==> config.mk <==
export PLATFORM = sky130hd
export DESIGN_NAME = audio_cue_top
export DESIGN_NICKNAME = d
export VERILOG_FILES = /design/src/rtl/sound_pkg.sv /design/src/rtl/cue_pkg.sv /design/src/rtl/cue_if.sv /design/src/rtl/cue_controller.sv /design/src/rtl/title_sequencer.sv /design/src/rtl/countdown_sequencer.sv /design/src/rtl/tone_oscillator.sv /design/src/rtl/sample_mixer.sv /design/src/rtl/audio_cue_top.sv
export SDC_FILE = /design/constraint.sdc
export NUM_CORES = 1
export LEC_CHECK = 0
export ABC_AREA = 1
export BUFFER_PORTS_ARGS = -buffer_cell sky130_fd_sc_hd__buf_2
export CORE_MARGIN = 3
export CORE_UTILIZATION = 40
export CTS_CLUSTER_DIAMETER = 50
export DETAILED_ROUTE_END_ITERATION = 12
export GPL_TIMING_DRIVEN = 0
export RECOVER_POWER = 100
export SKIP_CTS_REPAIR_TIMING = 1
export SLEW_MARGIN = 25
export SYNTH_ARGS = -nofsm -noshare
export SYNTH_HDL_FRONTEND = slang
export SYNTH_SLANG_ARGS = --single-unit
==> constraint.sdc <==
create_clock -name CLOCK_50 -period 2.4 [get_ports CLOCK_50]
set_input_delay 0.12 -clock CLOCK_50 [delete_from_list [all_inputs] [get_ports CLOCK_50]]
set_output_delay 0.12 -clock CLOCK_50 [all_outputs]
set_load 0.02 [all_outputs]
==> src/rtl/sound_pkg.sv <==
`default_nettype none

package sound_pkg;

    // One codec word per channel
    typedef logic signed [31:0] sample_t;

    typedef logic [18:0] half_period_t;   // Clock cycles per tone half-period

    typedef logic amp_sel_t;

    localparam amp_sel_t AMP_SEL_TITLE     = 1'b0;
    localparam amp_sel_t AMP_SEL_COUNTDOWN = 1'b1;

    localparam sample_t TITLE_AMP     = 32'sd60000000;
    localparam sample_t COUNTDOWN_AMP = 32'sd50000000;   // Slightly softer beeps

    // Title notes in the sixth octave and above
    localparam half_period_t NOTE_C6 = 19'd23889;   // ~1046 Hz
    localparam half_period_t NOTE_E6 = 19'd18968;   // ~1318 Hz
    localparam half_period_t NOTE_G6 = 19'd15944;   // ~1568 Hz
    localparam half_period_t NOTE_A6 = 19'd14205;   // ~1760 Hz
    localparam half_period_t NOTE_C7 = 19'd11945;   // ~2093 Hz

    // Fixed pitch of every countdown beep
    localparam half_period_t BEEP_PERIOD = 19'd40000;

endpackage

`default_nettype wire

==> src/rtl/cue_pkg.sv <==
`default_nettype none

package cue_pkg;

    typedef logic [31:0] cycles_t;      // Duration counters
    typedef logic [4:0]  step_t;        // Title step 0 to 16
    typedef logic [4:0]  loop_t;
    typedef logic [2:0]  beep_count_t;

    localparam step_t       TITLE_STEPS     = 5'd17;
    localparam beep_count_t COUNTDOWN_BEEPS = 3'd6;   // Five beeps plus GO

    // Arpeggio for steps 0 to 15
    // Step 16 falls back to the root note
    localparam sound_pkg::half_period_t TITLE_MELODY [16] = '{
        sound_pkg::NOTE_C6,
        sound_pkg::NOTE_E6,
        sound_pkg::NOTE_G6,
        sound_pkg::NOTE_C7,
        sound_pkg::NOTE_A6,
        sound_pkg::NOTE_G6,
        sound_pkg::NOTE_E6,
        sound_pkg::NOTE_C7,
        sound_pkg::NOTE_C6,
        sound_pkg::NOTE_E6,
        sound_pkg::NOTE_G6,
        sound_pkg::NOTE_C7,
        sound_pkg::NOTE_A6,
        sound_pkg::NOTE_G6,
        sound_pkg::NOTE_E6,
        sound_pkg::NOTE_C7
    };

    typedef enum logic [2:0] {
        IDLE,
        TITLE,
        COUNTDOWN,
        TITLE_DONE,
        COUNTDOWN_DONE
    } cue_state_t;

endpackage

`default_nettype wire

==> src/rtl/cue_if.sv <==
`timescale 1ns/1ps
`default_nettype none

// Link between the controller and one cue sequencer
interface seq_if;

    logic                    run;           // Level, held while the cue plays
    logic                    gate;          // Note or beep sounding
    sound_pkg::half_period_t half_period;
    logic                    finished;

    modport ctrl (
        output run,
        input  gate,
        input  half_period,
        input  finished
    );

    modport seq (
        input  run,
        output gate,
        output half_period,
        output finished
    );

endinterface

// Registered tone request to the oscillator
interface tone_if;

    logic                    gate;
    sound_pkg::half_period_t half_period;
    sound_pkg::amp_sel_t     amp_sel;

    modport ctrl (
        output gate,
        output half_period,
        output amp_sel
    );

    modport osc (
        input gate,
        input half_period,
        input amp_sel
    );

endinterface

`default_nettype wire

==> src/rtl/cue_controller.sv <==
`timescale 1ns/1ps
`default_nettype none

module cue_controller (
    input  logic CLOCK_50,
    input  logic rst_n,
    input  logic enable_title,
    input  logic enable_countdown,
    seq_if.ctrl  title_seq,
    seq_if.ctrl  count_seq,
    tone_if.ctrl tone,
    output logic title_done,
    output logic playing
);

    cue_pkg::cue_state_t state;
    cue_pkg::cue_state_t state_next;

    always_ff @(posedge CLOCK_50 or negedge rst_n) begin
        if (!rst_n) begin
            state <= cue_pkg::IDLE;
        end else begin
            state <= state_next;
        end
    end

    // Title wins whenever both enables are high
    always_comb begin
        state_next = state;
        case (state)
            cue_pkg::IDLE: begin
                if (enable_title) begin
                    state_next = cue_pkg::TITLE;
                end else if (enable_countdown) begin
                    state_next = cue_pkg::COUNTDOWN;
                end
            end
            cue_pkg::TITLE: begin
                if (!enable_title) begin
                    state_next = cue_pkg::IDLE;
                end else if (title_seq.finished) begin
                    state_next = cue_pkg::TITLE_DONE;
                end
            end
            cue_pkg::COUNTDOWN: begin
                if (enable_title) begin
                    state_next = cue_pkg::TITLE;
                end else if (!enable_countdown) begin
                    state_next = cue_pkg::IDLE;
                end else if (count_seq.finished) begin
                    state_next = cue_pkg::COUNTDOWN_DONE;
                end
            end
            cue_pkg::TITLE_DONE: begin
                if (!enable_title) begin
                    state_next = cue_pkg::IDLE;   // Done flag clears here
                end
            end
            cue_pkg::COUNTDOWN_DONE: begin
                if (enable_title) begin
                    state_next = cue_pkg::TITLE;
                end else if (!enable_countdown) begin
                    state_next = cue_pkg::IDLE;
                end
            end
            default: state_next = cue_pkg::IDLE;
        endcase
    end

    assign title_seq.run = (state == cue_pkg::TITLE);
    assign count_seq.run = (state == cue_pkg::COUNTDOWN);
    assign title_done    = (state == cue_pkg::TITLE_DONE);
    assign playing       = (state == cue_pkg::TITLE) || (state == cue_pkg::COUNTDOWN);

    // Gate of the active cue, one cycle behind the sequencer
    always_ff @(posedge CLOCK_50 or negedge rst_n) begin
        if (!rst_n) begin
            tone.gate <= 1'b0;
        end else begin
            case (state)
                cue_pkg::TITLE:     tone.gate <= title_seq.gate;
                cue_pkg::COUNTDOWN: tone.gate <= count_seq.gate;
                default:            tone.gate <= 1'b0;
            endcase
        end
    end

    always_ff @(posedge CLOCK_50) begin
        if (state == cue_pkg::COUNTDOWN) begin
            tone.half_period <= count_seq.half_period;
            tone.amp_sel     <= sound_pkg::AMP_SEL_COUNTDOWN;
        end else begin
            tone.half_period <= title_seq.half_period;
            tone.amp_sel     <= sound_pkg::AMP_SEL_TITLE;
        end
    end

endmodule

`default_nettype wire

==> src/rtl/title_sequencer.sv <==
`timescale 1ns/1ps
`default_nettype none

module title_sequencer #(
    parameter cue_pkg::cycles_t PATTERN_CYCLES  = 12500000,
    parameter cue_pkg::cycles_t NOTE_GAP_CYCLES = 1000000,
    parameter cue_pkg::loop_t   TITLE_LOOPS     = 30
) (
    input  logic           CLOCK_50,
    input  logic           rst_n,
    seq_if.seq             seq,
    output cue_pkg::step_t title_step
);

    cue_pkg::cycles_t        pattern_timer;
    cue_pkg::cycles_t        note_timer;
    cue_pkg::step_t          step;
    cue_pkg::loop_t          loop_count;
    sound_pkg::half_period_t note;
    logic                    note_on;
    logic                    finished;
    logic                    boundary;
    logic                    last_step;
    logic                    last_loop;

    // Timer at zero means a fresh run, so the first boundary comes at once
    assign boundary  = (pattern_timer == '0) || (pattern_timer >= PATTERN_CYCLES);
    assign last_step = (step == cue_pkg::step_t'(cue_pkg::TITLE_STEPS - 1'b1));
    assign last_loop = (loop_count == cue_pkg::loop_t'(TITLE_LOOPS - 1'b1));

    always_ff @(posedge CLOCK_50 or negedge rst_n) begin
        if (!rst_n) begin
            pattern_timer <= '0;
            note_timer    <= '0;
            step          <= '0;
            loop_count    <= '0;
            note_on       <= 1'b0;
            finished      <= 1'b0;
        end else if (!seq.run) begin
            pattern_timer <= '0;
            note_timer    <= '0;
            step          <= '0;
            loop_count    <= '0;
            note_on       <= 1'b0;
            finished      <= 1'b0;
        end else begin
            finished <= 1'b0;

            // Short note then gap, over and over within a pattern
            if (note_timer >= NOTE_GAP_CYCLES) begin
                note_timer <= '0;
                note_on    <= ~note_on;
            end else begin
                note_timer <= note_timer + 1'b1;
            end

            if (boundary) begin
                pattern_timer <= cue_pkg::cycles_t'(1);
                note_timer    <= '0;
                note_on       <= 1'b1;          // Each pattern opens on a note
                if (last_step) begin
                    step <= '0;
                    if (last_loop) begin
                        finished <= 1'b1;
                        note_on  <= 1'b0;       // Jingle ends silent
                    end else begin
                        loop_count <= loop_count + 1'b1;
                    end
                end else begin
                    step <= step + 1'b1;
                end
            end else begin
                pattern_timer <= pattern_timer + 1'b1;
            end
        end
    end

    // Note of the step being left
    always_ff @(posedge CLOCK_50) begin
        if (seq.run && boundary) begin
            note <= last_step ? sound_pkg::NOTE_C6 : cue_pkg::TITLE_MELODY[step[3:0]];
        end
    end

    assign seq.gate        = note_on;
    assign seq.half_period = note;
    assign seq.finished    = finished;
    assign title_step      = step;

endmodule

`default_nettype wire

==> src/rtl/countdown_sequencer.sv <==
`timescale 1ns/1ps
`default_nettype none

module countdown_sequencer #(
    parameter cue_pkg::cycles_t BEEP_CYCLES     = 25000000,
    parameter cue_pkg::cycles_t BEEP_GAP_CYCLES = 15000000,
    parameter cue_pkg::cycles_t GO_BEEP_CYCLES  = 35000000
) (
    input  logic CLOCK_50,
    input  logic rst_n,
    seq_if.seq   seq
);

    cue_pkg::cycles_t     timer;        // Counts down the current beep or gap
    cue_pkg::beep_count_t beeps;        // Beeps started so far
    logic                 beep_on;
    logic                 done;
    logic                 go_next;

    assign go_next = (beeps == cue_pkg::COUNTDOWN_BEEPS - 1'b1);

    always_ff @(posedge CLOCK_50 or negedge rst_n) begin
        if (!rst_n) begin
            timer   <= '0;
            beeps   <= '0;
            beep_on <= 1'b0;
            done    <= 1'b0;
        end else if (!seq.run) begin
            timer   <= '0;
            beeps   <= '0;
            beep_on <= 1'b0;
            done    <= 1'b0;
        end else if (timer != '0) begin
            timer <= timer - 1'b1;
        end else if (beep_on) begin
            // Every beep is followed by a gap, GO included
            beep_on <= 1'b0;
            timer   <= BEEP_GAP_CYCLES;
        end else if (beeps == cue_pkg::COUNTDOWN_BEEPS) begin
            done <= 1'b1;                   // Held until run drops
        end else begin
            beep_on <= 1'b1;
            beeps   <= beeps + 1'b1;
            timer   <= go_next ? GO_BEEP_CYCLES : BEEP_CYCLES;
        end
    end

    assign seq.gate        = beep_on;
    assign seq.half_period = sound_pkg::BEEP_PERIOD;
    assign seq.finished    = done;

endmodule

`default_nettype wire

==> src/rtl/tone_oscillator.sv <==
`timescale 1ns/1ps
`default_nettype none

module tone_oscillator #(
    parameter int PERIOD_SHIFT = 0
) (
    input  logic               CLOCK_50,
    input  logic               rst_n,
    tone_if.osc                tone,
    output sound_pkg::sample_t wave
);

    sound_pkg::half_period_t limit;
    sound_pkg::half_period_t count;
    sound_pkg::sample_t      amp;
    logic                    snd;       // Square wave polarity

    assign limit = tone.half_period >> PERIOD_SHIFT;

    always_ff @(posedge CLOCK_50 or negedge rst_n) begin
        if (!rst_n) begin
            count <= '0;
            snd   <= 1'b0;
        end else if (!tone.gate) begin
            // Restart so every note begins on the same phase
            count <= '0;
            snd   <= 1'b0;
        end else if (count >= limit) begin
            count <= '0;
            snd   <= ~snd;
        end else begin
            count <= count + 1'b1;
        end
    end

    assign amp = (tone.amp_sel == sound_pkg::AMP_SEL_TITLE) ? sound_pkg::TITLE_AMP
                                                            : sound_pkg::COUNTDOWN_AMP;

    assign wave = !tone.gate ? '0 : (snd ? amp : -amp);   // Silent between notes

endmodule

`default_nettype wire

==> src/rtl/sample_mixer.sv <==
`timescale 1ns/1ps
`default_nettype none

module sample_mixer (
    input  logic               CLOCK_50,
    input  logic               rst_n,
    input  logic               audio_in_available,
    input  logic               audio_out_allowed,
    input  sound_pkg::sample_t left_in,
    input  sound_pkg::sample_t right_in,
    input  sound_pkg::sample_t wave,
    output sound_pkg::sample_t left_out,
    output sound_pkg::sample_t right_out,
    output logic               read_audio_in,
    output logic               write_audio_out
);

    logic accept;

    // A sample moves only when the codec can both give and take
    assign accept        = audio_in_available & audio_out_allowed;
    assign read_audio_in = accept;

    always_ff @(posedge CLOCK_50 or negedge rst_n) begin
        if (!rst_n) begin
            write_audio_out <= 1'b0;
            left_out        <= '0;
            right_out       <= '0;
        end else begin
            write_audio_out <= accept;
            if (accept) begin
                left_out  <= left_in + wave;    // Wraps like the codec word
                right_out <= right_in + wave;
            end
        end
    end

endmodule

`default_nettype wire

==> src/rtl/audio_cue_top.sv <==
`timescale 1ns/1ps
`default_nettype none

module audio_cue_top #(
    parameter cue_pkg::cycles_t PATTERN_CYCLES  = 12500000,
    parameter cue_pkg::cycles_t NOTE_GAP_CYCLES = 1000000,
    parameter cue_pkg::loop_t   TITLE_LOOPS     = 30,
    parameter cue_pkg::cycles_t BEEP_CYCLES     = 25000000,
    parameter cue_pkg::cycles_t BEEP_GAP_CYCLES = 15000000,
    parameter cue_pkg::cycles_t GO_BEEP_CYCLES  = 35000000,
    parameter int               PERIOD_SHIFT    = 0
) (
    input  logic               CLOCK_50,
    input  logic               rst_n,
    input  logic               enable_title,
    input  logic               enable_countdown,
    input  logic               audio_in_available,
    input  logic               audio_out_allowed,
    input  sound_pkg::sample_t left_in,
    input  sound_pkg::sample_t right_in,
    output sound_pkg::sample_t left_out,
    output sound_pkg::sample_t right_out,
    output logic               read_audio_in,
    output logic               write_audio_out,
    output logic               title_done,
    output logic               playing,
    output cue_pkg::step_t     title_step
);

    seq_if  title_bus ();
    seq_if  count_bus ();
    tone_if tone_bus ();

    sound_pkg::sample_t tone;   // Oscillator output into the mixer

    cue_controller cue_controller_inst (
        .CLOCK_50         (CLOCK_50),
        .rst_n            (rst_n),
        .enable_title     (enable_title),
        .enable_countdown (enable_countdown),
        .title_seq        (title_bus.ctrl),
        .count_seq        (count_bus.ctrl),
        .tone             (tone_bus.ctrl),
        .title_done       (title_done),
        .playing          (playing)
    );

    title_sequencer #(
        .PATTERN_CYCLES  (PATTERN_CYCLES),
        .NOTE_GAP_CYCLES (NOTE_GAP_CYCLES),
        .TITLE_LOOPS     (TITLE_LOOPS)
    ) title_sequencer_inst (
        .CLOCK_50   (CLOCK_50),
        .rst_n      (rst_n),
        .seq        (title_bus.seq),
        .title_step (title_step)
    );

    countdown_sequencer #(
        .BEEP_CYCLES     (BEEP_CYCLES),
        .BEEP_GAP_CYCLES (BEEP_GAP_CYCLES),
        .GO_BEEP_CYCLES  (GO_BEEP_CYCLES)
    ) countdown_sequencer_inst (
        .CLOCK_50 (CLOCK_50),
        .rst_n    (rst_n),
        .seq      (count_bus.seq)
    );

    tone_oscillator #(
        .PERIOD_SHIFT (PERIOD_SHIFT)
    ) tone_oscillator_inst (
        .CLOCK_50 (CLOCK_50),
        .rst_n    (rst_n),
        .tone     (tone_bus.osc),
        .wave     (tone)
    );

    sample_mixer sample_mixer_inst (
        .CLOCK_50           (CLOCK_50),
        .rst_n              (rst_n),
        .audio_in_available (audio_in_available),
        .audio_out_allowed  (audio_out_allowed),
        .left_in            (left_in),
        .right_in           (right_in),
        .wave               (tone),
        .left_out           (left_out),
        .right_out          (right_out),
        .read_audio_in      (read_audio_in),
        .write_audio_out    (write_audio_out)
    );

endmodule

`default_nettype wire

Word level (Yosys, flattened, before mapping)
Memory sizes are Yosys's and may differ from the RTL's. A register that Yosys moved wholly into a read port is not among the register bits.
Cells that the tools add are included.
Storage, ports and cells
  register bits: 222
  ROM bits: 304
  bits of input ports: 70
  word-level logic and storage cells: 128
  memories kept: 1
Memories
  (name not given): words 16, width 19, rd ports 1, clocked after Yosys merged registers in 1, write ports 0, RTL line title_sequencer.sv:81  | note <= last_step ? sound_pkg::NOTE_C6 : cue_pkg::TITLE_MELODY[step[3:0]];
Cells by class
  add/subtract/negate cells: 10
  magnitude comparators: 3
  equal/unequal tests: 23
  multiplexer cells: 58
  bitwise operators: 4
  reduce and logical (&&, ||, !) cells: 10
Operators with widths (number)
  $mux 32: 11
  $add 32x1->32 const B: 2
  $add 32x32->32: 2
  $mux 3: 14
  $mux 19: 2
  $mux 5: 7
  $ge 32x20->1 const B: 1
  $ge 32x24->1 const B: 1
  $logic_not 32->1: 1
  $neg 32->32: 1
  $reduce_bool 32->1: 1
  $sub 32x1->32 const B: 1
  $mux 26: 1
  $mux 25: 1
  $mux 1: 20
  $add 19x1->19 const B: 1
  $ge 19x19->1: 1
  $ne 2x2->1 const B: 8
  $pmux 3 s5: 1
  $ne 3x3->1 const B: 4
  $add 5x1->5 const B: 2
  $eq 5x5->1 const B: 2
  $eq 3x3->1 const B: 3
  $reduce_and 3->1: 3
  13 further kinds: 17

Depth between registers and ports, before layout
Gate-level depths: netlist of the first run.
  depth in word-level cells: 6
  depth in mapped cells: 20
  depth with buffers taken out: 20

Hierarchy
Synthesis of the first run repeated with hierarchy kept, for this count alone.
Second synthesis, totals
  cells, all modules: 2414
  area total of the unflattened synthesis: 16524.6 um2
Modules (own cells, without submodules)
  sample_mixer: times used 1, cells an instance 1217, area an instance 7005.5 um2, seq. area each 1626.6 um2
  title_sequencer: times used 1, cells an instance 474, area an instance 4266.6 um2, seq. area each 2262.2 um2
  countdown_sequencer: times used 1, cells an instance 341, area an instance 2449.8 um2, seq. area each 925.9 um2
  tone_oscillator: times used 1, cells an instance 256, area an instance 1865.5 um2, seq. area each 500.5 um2
  cue_controller: times used 1, cells an instance 126, area an instance 937.1 um2, seq. area each 500.5 um2

Worst setup path after synthesis of the first run
Ideal clock, no wire load.
  kind: register -> register
  start: register tone_oscillator_inst.snd
  end: register sample_mixer_inst.left_out[29]
  arrival time: 2.331 ns
  data required time: 2.282 ns
  setup slack: -0.049 ns
  cell stages (with the launch flop): 12
  period minus slack after synthesis: 2.449 ns
  cell sequence: dfrtp_1 -> ha_1 -> nor2_1 -> ha_1 -> a21oi_1 -> inv_1 -> a21oi_1 -> nor2_1 -> nor2_1 -> nand4_1 -> nand3_1 -> nand2_1
Between the ends
  longest elaborated chain between the ends: 3
Ends and longest elaborated chain
  start: declaration: RTL line tone_oscillator.sv:16  | logic snd;
  start signal: assignment: RTL line tone_oscillator.sv:30  | snd <= ~snd;
  $mux 32 (2 in series): RTL line tone_oscillator.sv:39  | assign wave = !tone.gate ? '0 : (snd ? amp : -amp);
  $add 32x32->32: RTL line sample_mixer.sv:32  | left_out <= left_in + wave;
  end signal: assignment: RTL line sample_mixer.sv:32
  end: declaration: RTL line sample_mixer.sv:12  | output sound_pkg::sample_t left_out,
Every way passes these cells.
A chain may end at the register's enable or synchronous reset.

Worst setup path after layout of the first run
  start: register tone_oscillator_inst.snd
  end: register sample_mixer_inst.right_out[30]
Between the ends
  longest elaborated chain between the ends: 3
Ends and longest elaborated chain
  $mux 32 (2 in series): RTL line tone_oscillator.sv:39
  $add 32x32->32: RTL line sample_mixer.sv:33  | right_out <= right_in + wave;
  end signal: assignment: RTL line sample_mixer.sv:33
  end: declaration: RTL line sample_mixer.sv:13  | output sound_pkg::sample_t right_out,
Every way passes these cells.

==> results of run 1 <==
sequential cells by signal (all words and copies together), names as in the netlist, 3 cells and up:
signal / count
cue_controller_inst.tone.half_period: 13
countdown_sequencer_inst.beeps: 3
sample_mixer_inst.right_out: 32
title_sequencer_inst.loop_count: 5
title_sequencer_inst.title_step: 5
countdown_sequencer_inst.timer: 32
cue_controller_inst.state: 3
sample_mixer_inst.left_out: 32
tone_oscillator_inst.count: 19
title_sequencer_inst.seq.half_period: 12
title_sequencer_inst.note_timer: 32
title_sequencer_inst.pattern_timer: 32
per-layer routing:
metal | GRT usage [%] | wire length, um | share of wire [%] | up-vias
li1 | - | - | - | 6594
met1 | 27.7 | 17400 | 46 | 6021
met2 | 32.6 | 17700 | 46 | 299
met3 | 3.38 | 2180 | 5.7 | 64
met4 | 5.77 | 940 | 2.5 | 0
met5 | 0 | 0 | 0 | -
worst max-delay path: cells and delay by family (launching register included):
family,cells,cell delay [ps]
adders and majority gates,2,550
and+or+nand+nor,10,950
DFF,1,430
buffers and inverters,3,410
worst paths after layout:
| path | startpoint | endpoint | slack [ps] | depth (start not counted) |
|---|---|---|---|---|
| setup / recovery | tone_oscillator_inst.snd | sample_mixer_inst.right_out[30] | -30 | 15 |
| hold / removal | left_in[7] | sample_mixer_inst.left_out[7] | -10 | 4 |
| setup reg to reg | tone_oscillator_inst.snd | sample_mixer_inst.right_out[30] | -30 | 15 |
| hold reg to reg | title_sequencer_inst.seq.half_period[9] | cue_controller_inst.tone.half_period[9] | 450 | 2 |
| max in group asynchronous | rst_n | countdown_sequencer_inst.timer[17] | 350 | 4 |
| min in group asynchronous | rst_n | tone_oscillator_inst.count[8] | 370 | 2 |
power groups by stage:
stage	clock (mW)	sequential [mW]	combinational (mW)
after floorplan	0	5.68	5.09
after global placement	0	5.34	7.45
after detailed placement	0	5.35	7.52
after CTS	4.96	5.29	7.58
after global routing	5.15	5.41	9.64
final	4.82	5.30	8.58
cells in the mapped netlist, types with 3 or more instances:
| master | count |
|---|---|
| or2_2 | 14 |
| inv_2 | 5 |
| a21boi_0 | 3 |
| nor3_2 | 6 |
| nor3b_1 | 9 |
| o21ai_1 | 10 |
| buf_2 | 5 |
| o21a_1 | 3 |
| nand3b_1 | 3 |
| buf_4 | 5 |
| and2_1 | 5 |
| nor4_1 | 8 |
| o22ai_1 | 5 |
| xor2_1 | 42 |
| nor2_4 | 4 |
| nor3_1 | 33 |
| nand2_2 | 11 |
| a21oi_1 | 66 |
| a41oi_1 | 4 |
| o211ai_1 | 3 |
| nand3_1 | 147 |
| nor2_1 | 234 |
| xnor2_1 | 21 |
| buf_6 | 5 |
| edfxtp_1 | 12 |
| clkbuf_1 | 13 |
| o21ai_0 | 61 |
| nand2_1 | 546 |
| o21bai_1 | 10 |
| dfxtp_1 | 14 |
| nand4_1 | 32 |
| ha_1 | 60 |
| a31oi_1 | 9 |
| nor2_2 | 17 |
| dfrtp_1 | 202 |
| nand3_2 | 5 |
| inv_1 | 270 |
area by class of cell:
cell class                      count  share of cell area, %
Clock inverter                     16                   1.10
Timing Repair Buffer              193                   6.30
Antenna cell                        2                 0.0281
Tap cell                          448                   3.15
Clock buffer                       46                   5.21
Buffer                             30                   1.06
Multi-Input combinational cell   1407                   45.2
Sequential cell                   228                   32.0
Inverter                          276                   5.90
stage by stage:
stage / util (%) / hold WS [ps] / cells
final: 52.4 / -9.50 / 2646
after floorplan: - / -176 / 1941
after global placement: 45.0 / 315 / 2531
after CTS: 48.5 / -504 / 2595
after detailed placement: 45.2 / 35.4 / 2533
after global routing: 52.4 / 13.0 / 2646
cells by family after synthesis:
group / after synthesis
AOI/OAI and AO/OA: 181
xor gates and xnor gates: 63
adders and majority gates: 60
buffers and inverters: 306
DFF: 228
other: 1
and+or+nand+nor: 1081
==> key figures, run 1 <==
Run status
  • Status: finished with violations
  • Failing checks: hold timing, setup timing

Critical path
  • Crit path kind: register to register
  • Crit path cell chain: ha_4 -> nand2_4 -> clkinvlp_4 -> buf_6 -> buf_6 -> ha_4 -> nand3_4 -> nor2_4 -> nand2_1 -> nor2_1 -> nand2_1 -> nand3_1 -> nand2_1 -> nand3_1 -> nand2_1
  • Worst-path fanout max: 4
  • CP max-delay cell: dfrtp_2
  • Crit path capture type: register
  • Most used cell along the critical path: nand2_1
  • Crit path required time: between 2000 and 3000 ps
  • Element type at the critical path start: register
  • Data arrival, critical path: between 2000 and 3000 ps
  • Worst path max stage delay: 430 ps

Die
  • Starting Density: between 40% and 50%
  • Die Y: roughly 190 um
  • Ports: ~140
  • Core Region: approximately 34,000 sq um
  • Core Rows: 67
  • DIE WIDTH: just under 200 um
  • Die area: roughly 37,000 sq um

Synthesis
  • Synth area leaders: dfrtp_1, nand2_1, inv_1
  • Sequential element share of the synthesized area: roughly two fifths
  • XOR/XNOR Fraction of Synth Area: under 10%
  • Top-area cell type share of the netlist area: between 30% and 40%
  • Synth async-reset ratio: just under 90%
  • Largest family of logic cells by synthesized area: simple AND/OR/NAND/NOR gates
  • Netlist Area Pre-Place: 13,900 sq um
  • Post-synth EDFFs: 12
  • Top FF cell, synth: dfrtp_1
  • FF+latch count, synth: ~230
  • Cells after Synth: around 1,900
  • Synth Area in Compound Gates: between 7 and 8%
  • Post-Syn Area per Cell: 7.25 sq um
  • Number of synthesis warnings: 0
  • Post-Synth Simple-Gate Area: between 30% and 40%
  • Post-Synth Adder-Cell Area: roughly 5.4%
  • Synth cell types: 51
  • Mux cell area share after synthesis: 0%
  • Post-synth top area cell: dfrtp_1

Drt
  • DR pass1 iterations: 5
  • Final wirelength: 38,200 um
  • 1st-iter DRT viols: roughly 810
  • DRC viols: 0
  • Total number of vias: about 13,000
  • Vias per cell: roughly 4.9
  • Routed wire per std cell: roughly 14 um
  • Final ANT Viol Nets: 0

Power and ir drop
  • PD cells: between 1000 and 1500 nW/um^2
  • Logic pwr share: roughly 46%
  • Cell Int Power: roughly 11 mW
  • Sequential power share: between 20 and 30%
  • Lkg Pwr: 8.85 nW
  • Max IR drop VDD: between 400 and 500 uV
  • Total power: around 19 mW
  • Clock power frac: ~26%
  • Sw Share: between 40% and 50%
  • Net Switching: roughly 8 mW

Clock network
  • H-Tree Depth: 2
  • TritonCTS clock tree: built
  • Num CTS Buffers: 34
  • Clk buf depth: 3
  • Clock-pin slew on the worst setup and hold paths: 50 ps
  • Skew-Pair Late Insertion Delay: 520 ps
  • Clock Sinks: around 230
  • Clock root buffer: clkbuf_16

Final layout
  • Area of the multi-input gates: about 8000 sq um
  • Fillers: 3,314
  • FF/Latch Area: 5700 sq um
  • Commonest non-fill, non-tap cell in the layout: nand2_1
  • # nets final: roughly 2,300
  • Layout cells sized above 1: a little under 20%
  • Cell area after layout: approximately 18,000 sq um
  • Most frequent cells in the layout: nand2_1, inv_1, nor2_1
  • Area grow syn2layout: 27.8%

GRT
  • GRT overflow: 0
  • All-layer global routing usage: between 20% and 30%
  • Initial antenna violation count: 2
  • Vias in the first global route: 12,100
  • First-pass GRT wire length: between 60,000 and 70,000 um
  • Largest net degree at the start of global routing: 85

Timing
  • Setup_tns: -106 ps
  • Worst slew pin tran: ~1100 ps
  • Unrepaired setup endpoints after global routing: yes
  • Rel. slew slack: around 24%
  • Slew Limit Fails: 0
  • Tcrit/Tclk final: 101%
  • Final min period: 2430 ps
  • Max Fclk: between 400 and 500 MHz
  • Final Hold Vio Count: 1
  • Hold WS: -9.50 ps
  • Fin Clk Skew: 21.1 ps
  • Setup violators final: 6
  • PnR worst setup slack: -29.1 ps

Min path
  • Hold Path Class: input pin to register

Placed design
  • Number of port buffers: 142
  • DP Wirelength: between 20,000 and 30,000 um
  • Place WS: -651 ps
  • Cell Area, Placed: ~15,000 sq um
  • GPL Wtd Cong: roughly 0.95

Job
  • Maxcap violations: 0
(Power assumes the default switching activity.)
==> run 2, diff against run 1 <==
==> constraint.sdc (replaced) <==
create_clock -name CLOCK_50 -period 2.4 [get_ports CLOCK_50]
set_input_delay 0.24 -clock CLOCK_50 [delete_from_list [all_inputs] [get_ports CLOCK_50]]
set_output_delay 0.24 -clock CLOCK_50 [all_outputs]
set_load 0.02 [all_outputs]
==> run 2 against run 1 <==
Effect of this change:
- the flow finishes with violations (setup timing)
- global-route usage did not move
- die area did not move
- final cell count fell by 0.11%
- design area fell by 0.11%
- clock power barely moved
- via count barely moved
- sequential cell count did not move
- non-clock buffer count fell by 3
- register-to-register slack barely moved
- utilization fell by 0.059 points
- routed wire length barely moved
- critical endpoint is now sample_mixer_inst.right_out[29]
- largest cell class unchanged
- largest power group unchanged
==> key figures, run 2 (synthesis gave the netlist of run 1 again) <==
Drt
  • Routed wire per std cell: 14.5 um (+0.16%)
  • Final ANT Viol Nets: 0 (unchanged)
  • Total number of vias: 13,000 (-0.054%)
  • DRC viols: 0 (unchanged)
  • DR pass1 iterations: 5 (unchanged)
  • Vias per cell: 4.91 (about the same)
  • 1st-iter DRT viols: 769 (-4.7%)
  • Final wirelength: 38,200 um (about the same)

Critical path
  • Worst-path fanout max: 3 (-1)
  • Critical path's top delay family: buffers and inverters
  • Worst path max stage delay: 430 ps (about the same)
  • R2R depth: 15 (unchanged)
  • FF-to-FF End: sample_mixer_inst.right_out[29]
  • Data arrival, critical path: 2820 ps (about the same)
  • Crit path kind: register to register
  • Reg-to-reg slack, setup: -30 ps (about the same)
  • Crit path capture type: register
  • CP max-delay cell: dfrtp_2
  • Buf+Inv Stages, Crit Path: 5 (+2)
  • Element type at the critical path start: register
  • Crit path cell chain: ha_4 -> nand2_4 -> clkinvlp_4 -> buf_6 -> buf_6 -> ha_4 -> inv_1 -> nor2_4 -> buf_4 -> a21oi_2 -> nor2_1 -> nor2_1 -> nand4_1 -> nand3_1 -> nand2_1
  • Crit path required time: 2790 ps (about the same)
  • Worst R2R Start: tone_oscillator_inst.snd

Final layout
  • Layout cells sized above 1: 19.4% (+0.072 points)
  • # nets final: 2,297 (-0.13%)
  • FF/Latch Area: 5700 sq um (unchanged)
  • Fillers: 3,309 (-0.15%)
  • Area of the multi-input gates: 8050 sq um (unchanged)
  • Final std cells w/o fill: 2,643 (-0.11%)
  • Area grow syn2layout: 27.7%
  • Commonest non-fill, non-tap cell in the layout: nand2_1
  • Most frequent cells in the layout: nand2_1, inv_1, nor2_1

Timing
  • Setup violators final: 5 (-1)
  • Setup_tns: -115 ps (-8.94 ps)
  • Final Hold Vio Count: 0 (-1)
  • PnR worst setup slack: -32.8 ps (-3.72 ps)
  • Tcrit/Tclk final: 101% (+0.15 points)
  • Rel. slew slack: 20.2% (-4.2 points)
  • Fin Clk Skew: 21.2 ps (+0.0572 ps)
  • Worst slew pin tran: 1200 ps (+62.6 ps)
  • Unrepaired setup endpoints after global routing: yes
  • Max Fclk: 411 MHz (-0.15%)
  • Final min period: 2430 ps (+3.72 ps)
  • Slew Limit Fails: 0 (unchanged)

Die
  • DIE WIDTH: 193 um (unchanged)
  • Core Rows: 67 (unchanged)
  • Ports: 143 (unchanged)
  • Core Region: 34,000 sq um (unchanged)
  • Starting Density: 41.0% (unchanged)
  • Die area: 37,100 sq um (unchanged)
  • Die Y: 193 um (unchanged)

Clock network
  • Clock-pin slew on the worst setup and hold paths: 50 ps (about the same)
  • Clock root buffer: clkbuf_16
  • Num CTS Buffers: 34 (unchanged)
  • H-Tree Depth: 2 (unchanged)
  • Clock Sinks: 228 (unchanged)
  • TritonCTS clock tree: built
  • Clk buf depth: 3 (unchanged)
  • Skew-Pair Late Insertion Delay: 520 ps (about the same)

Placed design
  • Placed insts: 2,533 (unchanged)
  • Place WS: -651 ps (unchanged)
  • DP Wirelength: 27,700 um (unchanged)
  • Number of port buffers: 142 (unchanged)
  • GPL Wtd Cong: 0.946 (unchanged)

Power and ir drop
  • Max IR drop VDD: 473 uV (+0.28%)
  • Lkg Pwr: 8.84 nW (about the same)
  • PD cells: 1050 nW/um^2 (about the same)

Min path
  • WHS Path Cells: 3 (-1)
  • Worst Min Path Start: enable_countdown
  • End of the worst hold path: cue_controller_inst.state[2]
  • Hold Path Class: input pin to register

Job
  • Maxcap violations: 0 (unchanged)

GRT
  • Initial antenna violation count: 2 (unchanged)
  • First-pass GRT wire length: 60,100 um (unchanged)
  • Largest net degree at the start of global routing: 85 (unchanged)
  • All-layer global routing usage: 20.1% (unchanged)
  • Vias in the first global route: 12,100 (unchanged)
  • GRT overflow: 0 (unchanged)

Run status
  • Failing checks: setup timing
  • Status: finished with violations
## run 2: cell types whose count changed in the layout (fill, tap and decap cells not counted), sizes merged
| cell | change |
|---|---|
| buf | +1 |
| clkbuf | -1 |
| dlygate4sd3 | -3 |
## run 2: worst register-to-register path, stage by stage, from the launching register on
cell        delay, ps
dfrtp_2           430
ha_4              280
nand2_4            80
clkinvlp_4        120
buf_6             160
buf_6             130
ha_4              230
inv_1             140
nor2_4             70
buf_4             130
a21oi_2           150
nor2_1             60
nor2_1            120
nand4_1           100
nand3_1            90
nand2_1            60
## run 2: worst max path at each step
stage / end / start / cells after the start / slack [ps]
6_report: sample_mixer_inst.right_out[29] / tone_oscillator_inst.snd / 15 / -30
5_1_grt: sample_mixer_inst.right_out[30] / tone_oscillator_inst.snd / 15 / -150
4_1_cts: sample_mixer_inst.right_out[22] / cue_controller_inst.tone.gate / 12 / -660
3_5_place_dp: sample_mixer_inst.right_out[22] / cue_controller_inst.tone.gate / 12 / -650
3_3_place_gp: sample_mixer_inst.left_out[13] / rst_n / 1 / -2620
2_1_floorplan: sample_mixer_inst.left_out[29] / tone_oscillator_inst.snd / 11 / 130
## run 2: metrics by stage
stage / instance area [sq um] / utilization (%) / power (mW) / hold slack, ps
floorplan: 14000 / - / 10.8 / -55.6
global placement: 15300 / 45.0 / 12.8 / 414
detailed placement: 15300 / 45.2 / 12.9 / 155
CTS: 16500 / 48.5 / 17.8 / -384
global route: 17800 / 52.4 / 20.2 / 47.4
finish: 17800 / 52.4 / 18.7 / 51.6
## run 2: power breakdown
part | switching, mW | internal, mW | leakage, nW | total (mW)
clock | 1.84 | 2.98 | 0.546 | 4.82
sequential | 0.550 | 4.75 | 2.86 | 5.30
combinational | 5.54 | 3.03 | 5.44 | 8.57
## run 2: area by class of cell
class / instances / area share (%)
tap: 448 / 3.15
antenna: 2 / 0.0282
buffer: 30 / 1.06
clock buffer: 46 / 5.22
sequential: 228 / 32.0
timing repair buffer: 190 / 6.19
clock inverter: 16 / 1.10
multi-input combinational: 1407 / 45.3
inverter: 276 / 5.91
## run 2: routing by layer
layer	vias up	wire length, um	global-route usage (%)	share of wire (%)
li1	6591	-	-	-
met1	6026	17400	27.7	46
met2	290	17700	32.6	46
met3	64	2180	3.38	5.7
met4	0	945	5.77	2.5
met5	-	0	0	0
==> run 3, diff against run 2 <==
CTS_BUF_LIST = sky130_fd_sc_hd__clkbuf_4   (was default)
clock period = 2.1 ns   (was 2.4 ns; I/O delays follow)
==> run 3 against run 2 <==
Effect of this change:
- the run still ends with setup timing left
- sequential share of layout area is 0.80 points lower
- clock power is 19% lower
- sequential power is 14% higher
- final cell count is 3.7% higher
- design area is 2.7% higher
- routed wire length grew 4.4%
- combinational power is 26% higher
- hold slack got worse by 38 ps
- critical path depth fell by 2
- critical endpoint is now sample_mixer_inst.right_out[23]
- largest cell class unchanged
==> key figures, run 3 (synthesis gave the netlist of run 1 again) <==
Die
  • Starting Density: 41.0% (unchanged)
  • Die area: 37,100 sq um (unchanged)
  • Core Region: 34,000 sq um (unchanged)
  • Die Y: 193 um (unchanged)
  • Ports: 143 (unchanged)
  • DIE WIDTH: 193 um (unchanged)
  • Core Rows: 67 (unchanged)

Clock network
  • Skew-Pair Late Insertion Delay: 770 ps (+250 ps)
  • H-Tree Depth: 2 (unchanged)
  • TritonCTS clock tree: built
  • Clk buf depth: 3 (unchanged)
  • Clock Sinks: 228 (unchanged)
  • Clock root buffer: clkbuf_4
  • Clock-pin slew on the worst setup and hold paths: 70 ps (+20 ps)
  • Num CTS Buffers: 61 (+79%)

Final layout
  • Finished Core Util: 53.8% (+1.4 points)
  • Layout cells sized above 1: 27.4% (+8.0 points)
  • Area of the multi-input gates: 8370 sq um (+3.9%)
  • FF/Latch Area: 5700 sq um (+0.13%)
  • # nets final: 2,374 (+3.4%)
  • Commonest non-fill, non-tap cell in the layout: nand2_1
  • Final std cells w/o fill: 2,742 (+3.7%)
  • Area grow syn2layout: 31.1%
  • Most frequent cells in the layout: nand2_1, inv_1, dfrtp_1
  • Fillers: 3,286 (-0.70%)

Run status
  • Status: finished with violations
  • Failing checks: setup timing

GRT
  • Vias in the first global route: 12,600 (+4.6%)
  • First-pass GRT wire length: 60,600 um (+0.91%)
  • GRT overflow: 0 (unchanged)
  • Initial antenna violation count: 2 (unchanged)
  • Largest net degree at the start of global routing: 89 (+4.7%)
  • All-layer global routing usage: 20.4% (+0.30 points)

Timing
  • Tcrit/Tclk final: 111% (+9.4 points)
  • Worst slew pin tran: 1240 ps (+41.3 ps)
  • Slew Limit Fails: 0 (unchanged)
  • Final min period: 2330 ps (-106 ps)
  • Final Hold Vio Count: 0 (unchanged)
  • Max Fclk: 430 MHz (+4.5%)
  • PnR worst setup slack: -227 ps (-194 ps)
  • Fin Clk Skew: 34.1 ps (+12.9 ps)
  • Hold WS: 13.8 ps (-37.8 ps)
  • Unrepaired setup endpoints after global routing: yes
  • Setup violators final: 37 (+32)
  • Rel. slew slack: 17.4% (-2.8 points)

Drt
  • Routed wire per std cell: 14.6 um (+0.68%)
  • Vias per cell: 4.91 (about the same)
  • DRC viols: 0 (unchanged)
  • Final wirelength: 39,900 um (+4.4%)
  • Final ANT Viol Nets: 0 (unchanged)
  • DR pass1 iterations: 5 (unchanged)
  • Total number of vias: 13,500 (+3.8%)
  • 1st-iter DRT viols: 762 (-0.91%)

Critical path
  • Crit path capture type: register
  • Element type at the critical path start: register
  • Data arrival, critical path: 3030 ps (+210 ps)
  • Crit path kind: register to register
  • Crit path required time: 2800 ps (about the same)
  • Worst-path fanout max: 6 (+3)

Placed design
  • Number of port buffers: 142 (unchanged)
  • Place WS: -697 ps (-45.9 ps)
  • DP Wirelength: 28,400 um (+2.6%)
  • Placed insts: 2,533 (unchanged)
  • GPL Wtd Cong: 0.903 (-4.5%)

Power and ir drop
  • Lkg Pwr: 9.20 nW (+4.1%)
  • Max IR drop VDD: 570 uV (+21%)
  • PD cells: 1130 nW/um^2 (+7.7%)
  • Total power: 20.7 mW (+11%)

Job
  • Maxcap violations: 0 (unchanged)

Min path
  • Hold Path Class: input pin to register
[run 3: changes by cell type in the layout (fill, tap and decap cells not counted), moves of 8 or more]
cell / before / now
buf_4: 28 / 58
clkbuf_16: 35 / 1
buf_2: 74 / 142
dlygate4sd3_1: 15 / 37
ha_4: 20 / 28
clkbuf_1: 94 / 15
inv_1: 255 / 247
clkbuf_4: 0 / 94
nor2_2: 28 / 42
nor2_1: 205 / 188
ha_1: 38 / 29
clkinv_1: 2 / 18
[run 3: power by group]
part	switching, mW	internal [mW]	leakage, nW
clock	1.91	1.98	0.458
sequential	0.591	5.43	2.85
combinational	6.77	4.00	5.90
[run 3: final cells by class]
cell class / count / area share (%)
clock inverters: 21 / 0.493
inverters: 276 / 5.82
well taps: 448 / 3.07
multi-input cells: 1407 / 45.8
diodes: 1 / 0.0137
flip-flops and latches: 228 / 31.2
clock buffers: 91 / 3.74
repair buffers: 240 / 8.68
plain buffers: 30 / 1.11
[run 3: final timing paths]
kind / start / endpoint / slack, ps / cells after the start
hold reg to reg: title_sequencer_inst.seq.half_period[9] / cue_controller_inst.tone.half_period[9] / 410 / 2
setup / recovery: tone_oscillator_inst.snd / sample_mixer_inst.right_out[23] / -230 / 13
hold / removal: left_in[26] / sample_mixer_inst.left_out[28] / 10 / 7
setup reg to reg: tone_oscillator_inst.snd / sample_mixer_inst.right_out[23] / -230 / 13
min in group asynchronous: rst_n / tone_oscillator_inst.count[2] / 830 / 4
max in group asynchronous: rst_n / tone_oscillator_inst.snd / 200 / 4
[run 3: critical path, stage by stage (launching register included)]
cell,delay [ps]
dfrtp_2,430
ha_4,240
nor2_4,180
buf_12,180
ha_4,230
nand4_1,110
nand2_2,80
a21oi_2,180
nand2_4,100
nand2_2,80
nand3_2,80
xnor2_2,220
nand2_1,80
nand2_1,90
[run 3: through the flow]
step	setup TNS, ps	instance area, sq um
finish	-3870	18300
global route	-10650	18300
CTS	-25940	16200
detailed placement	-24530	15400
global placement	-582190	15300
floorplan	-94.3	14100
[run 3: routing by layer]
metal,share of wire (%),vias to the layer above,GRT usage [%]
li1,-,6767,-
met1,44,6276,25.7
met2,48,331,34.0
met3,4.9,89,4.25
met4,3.4,2,8.24
met5,0.033,-,0
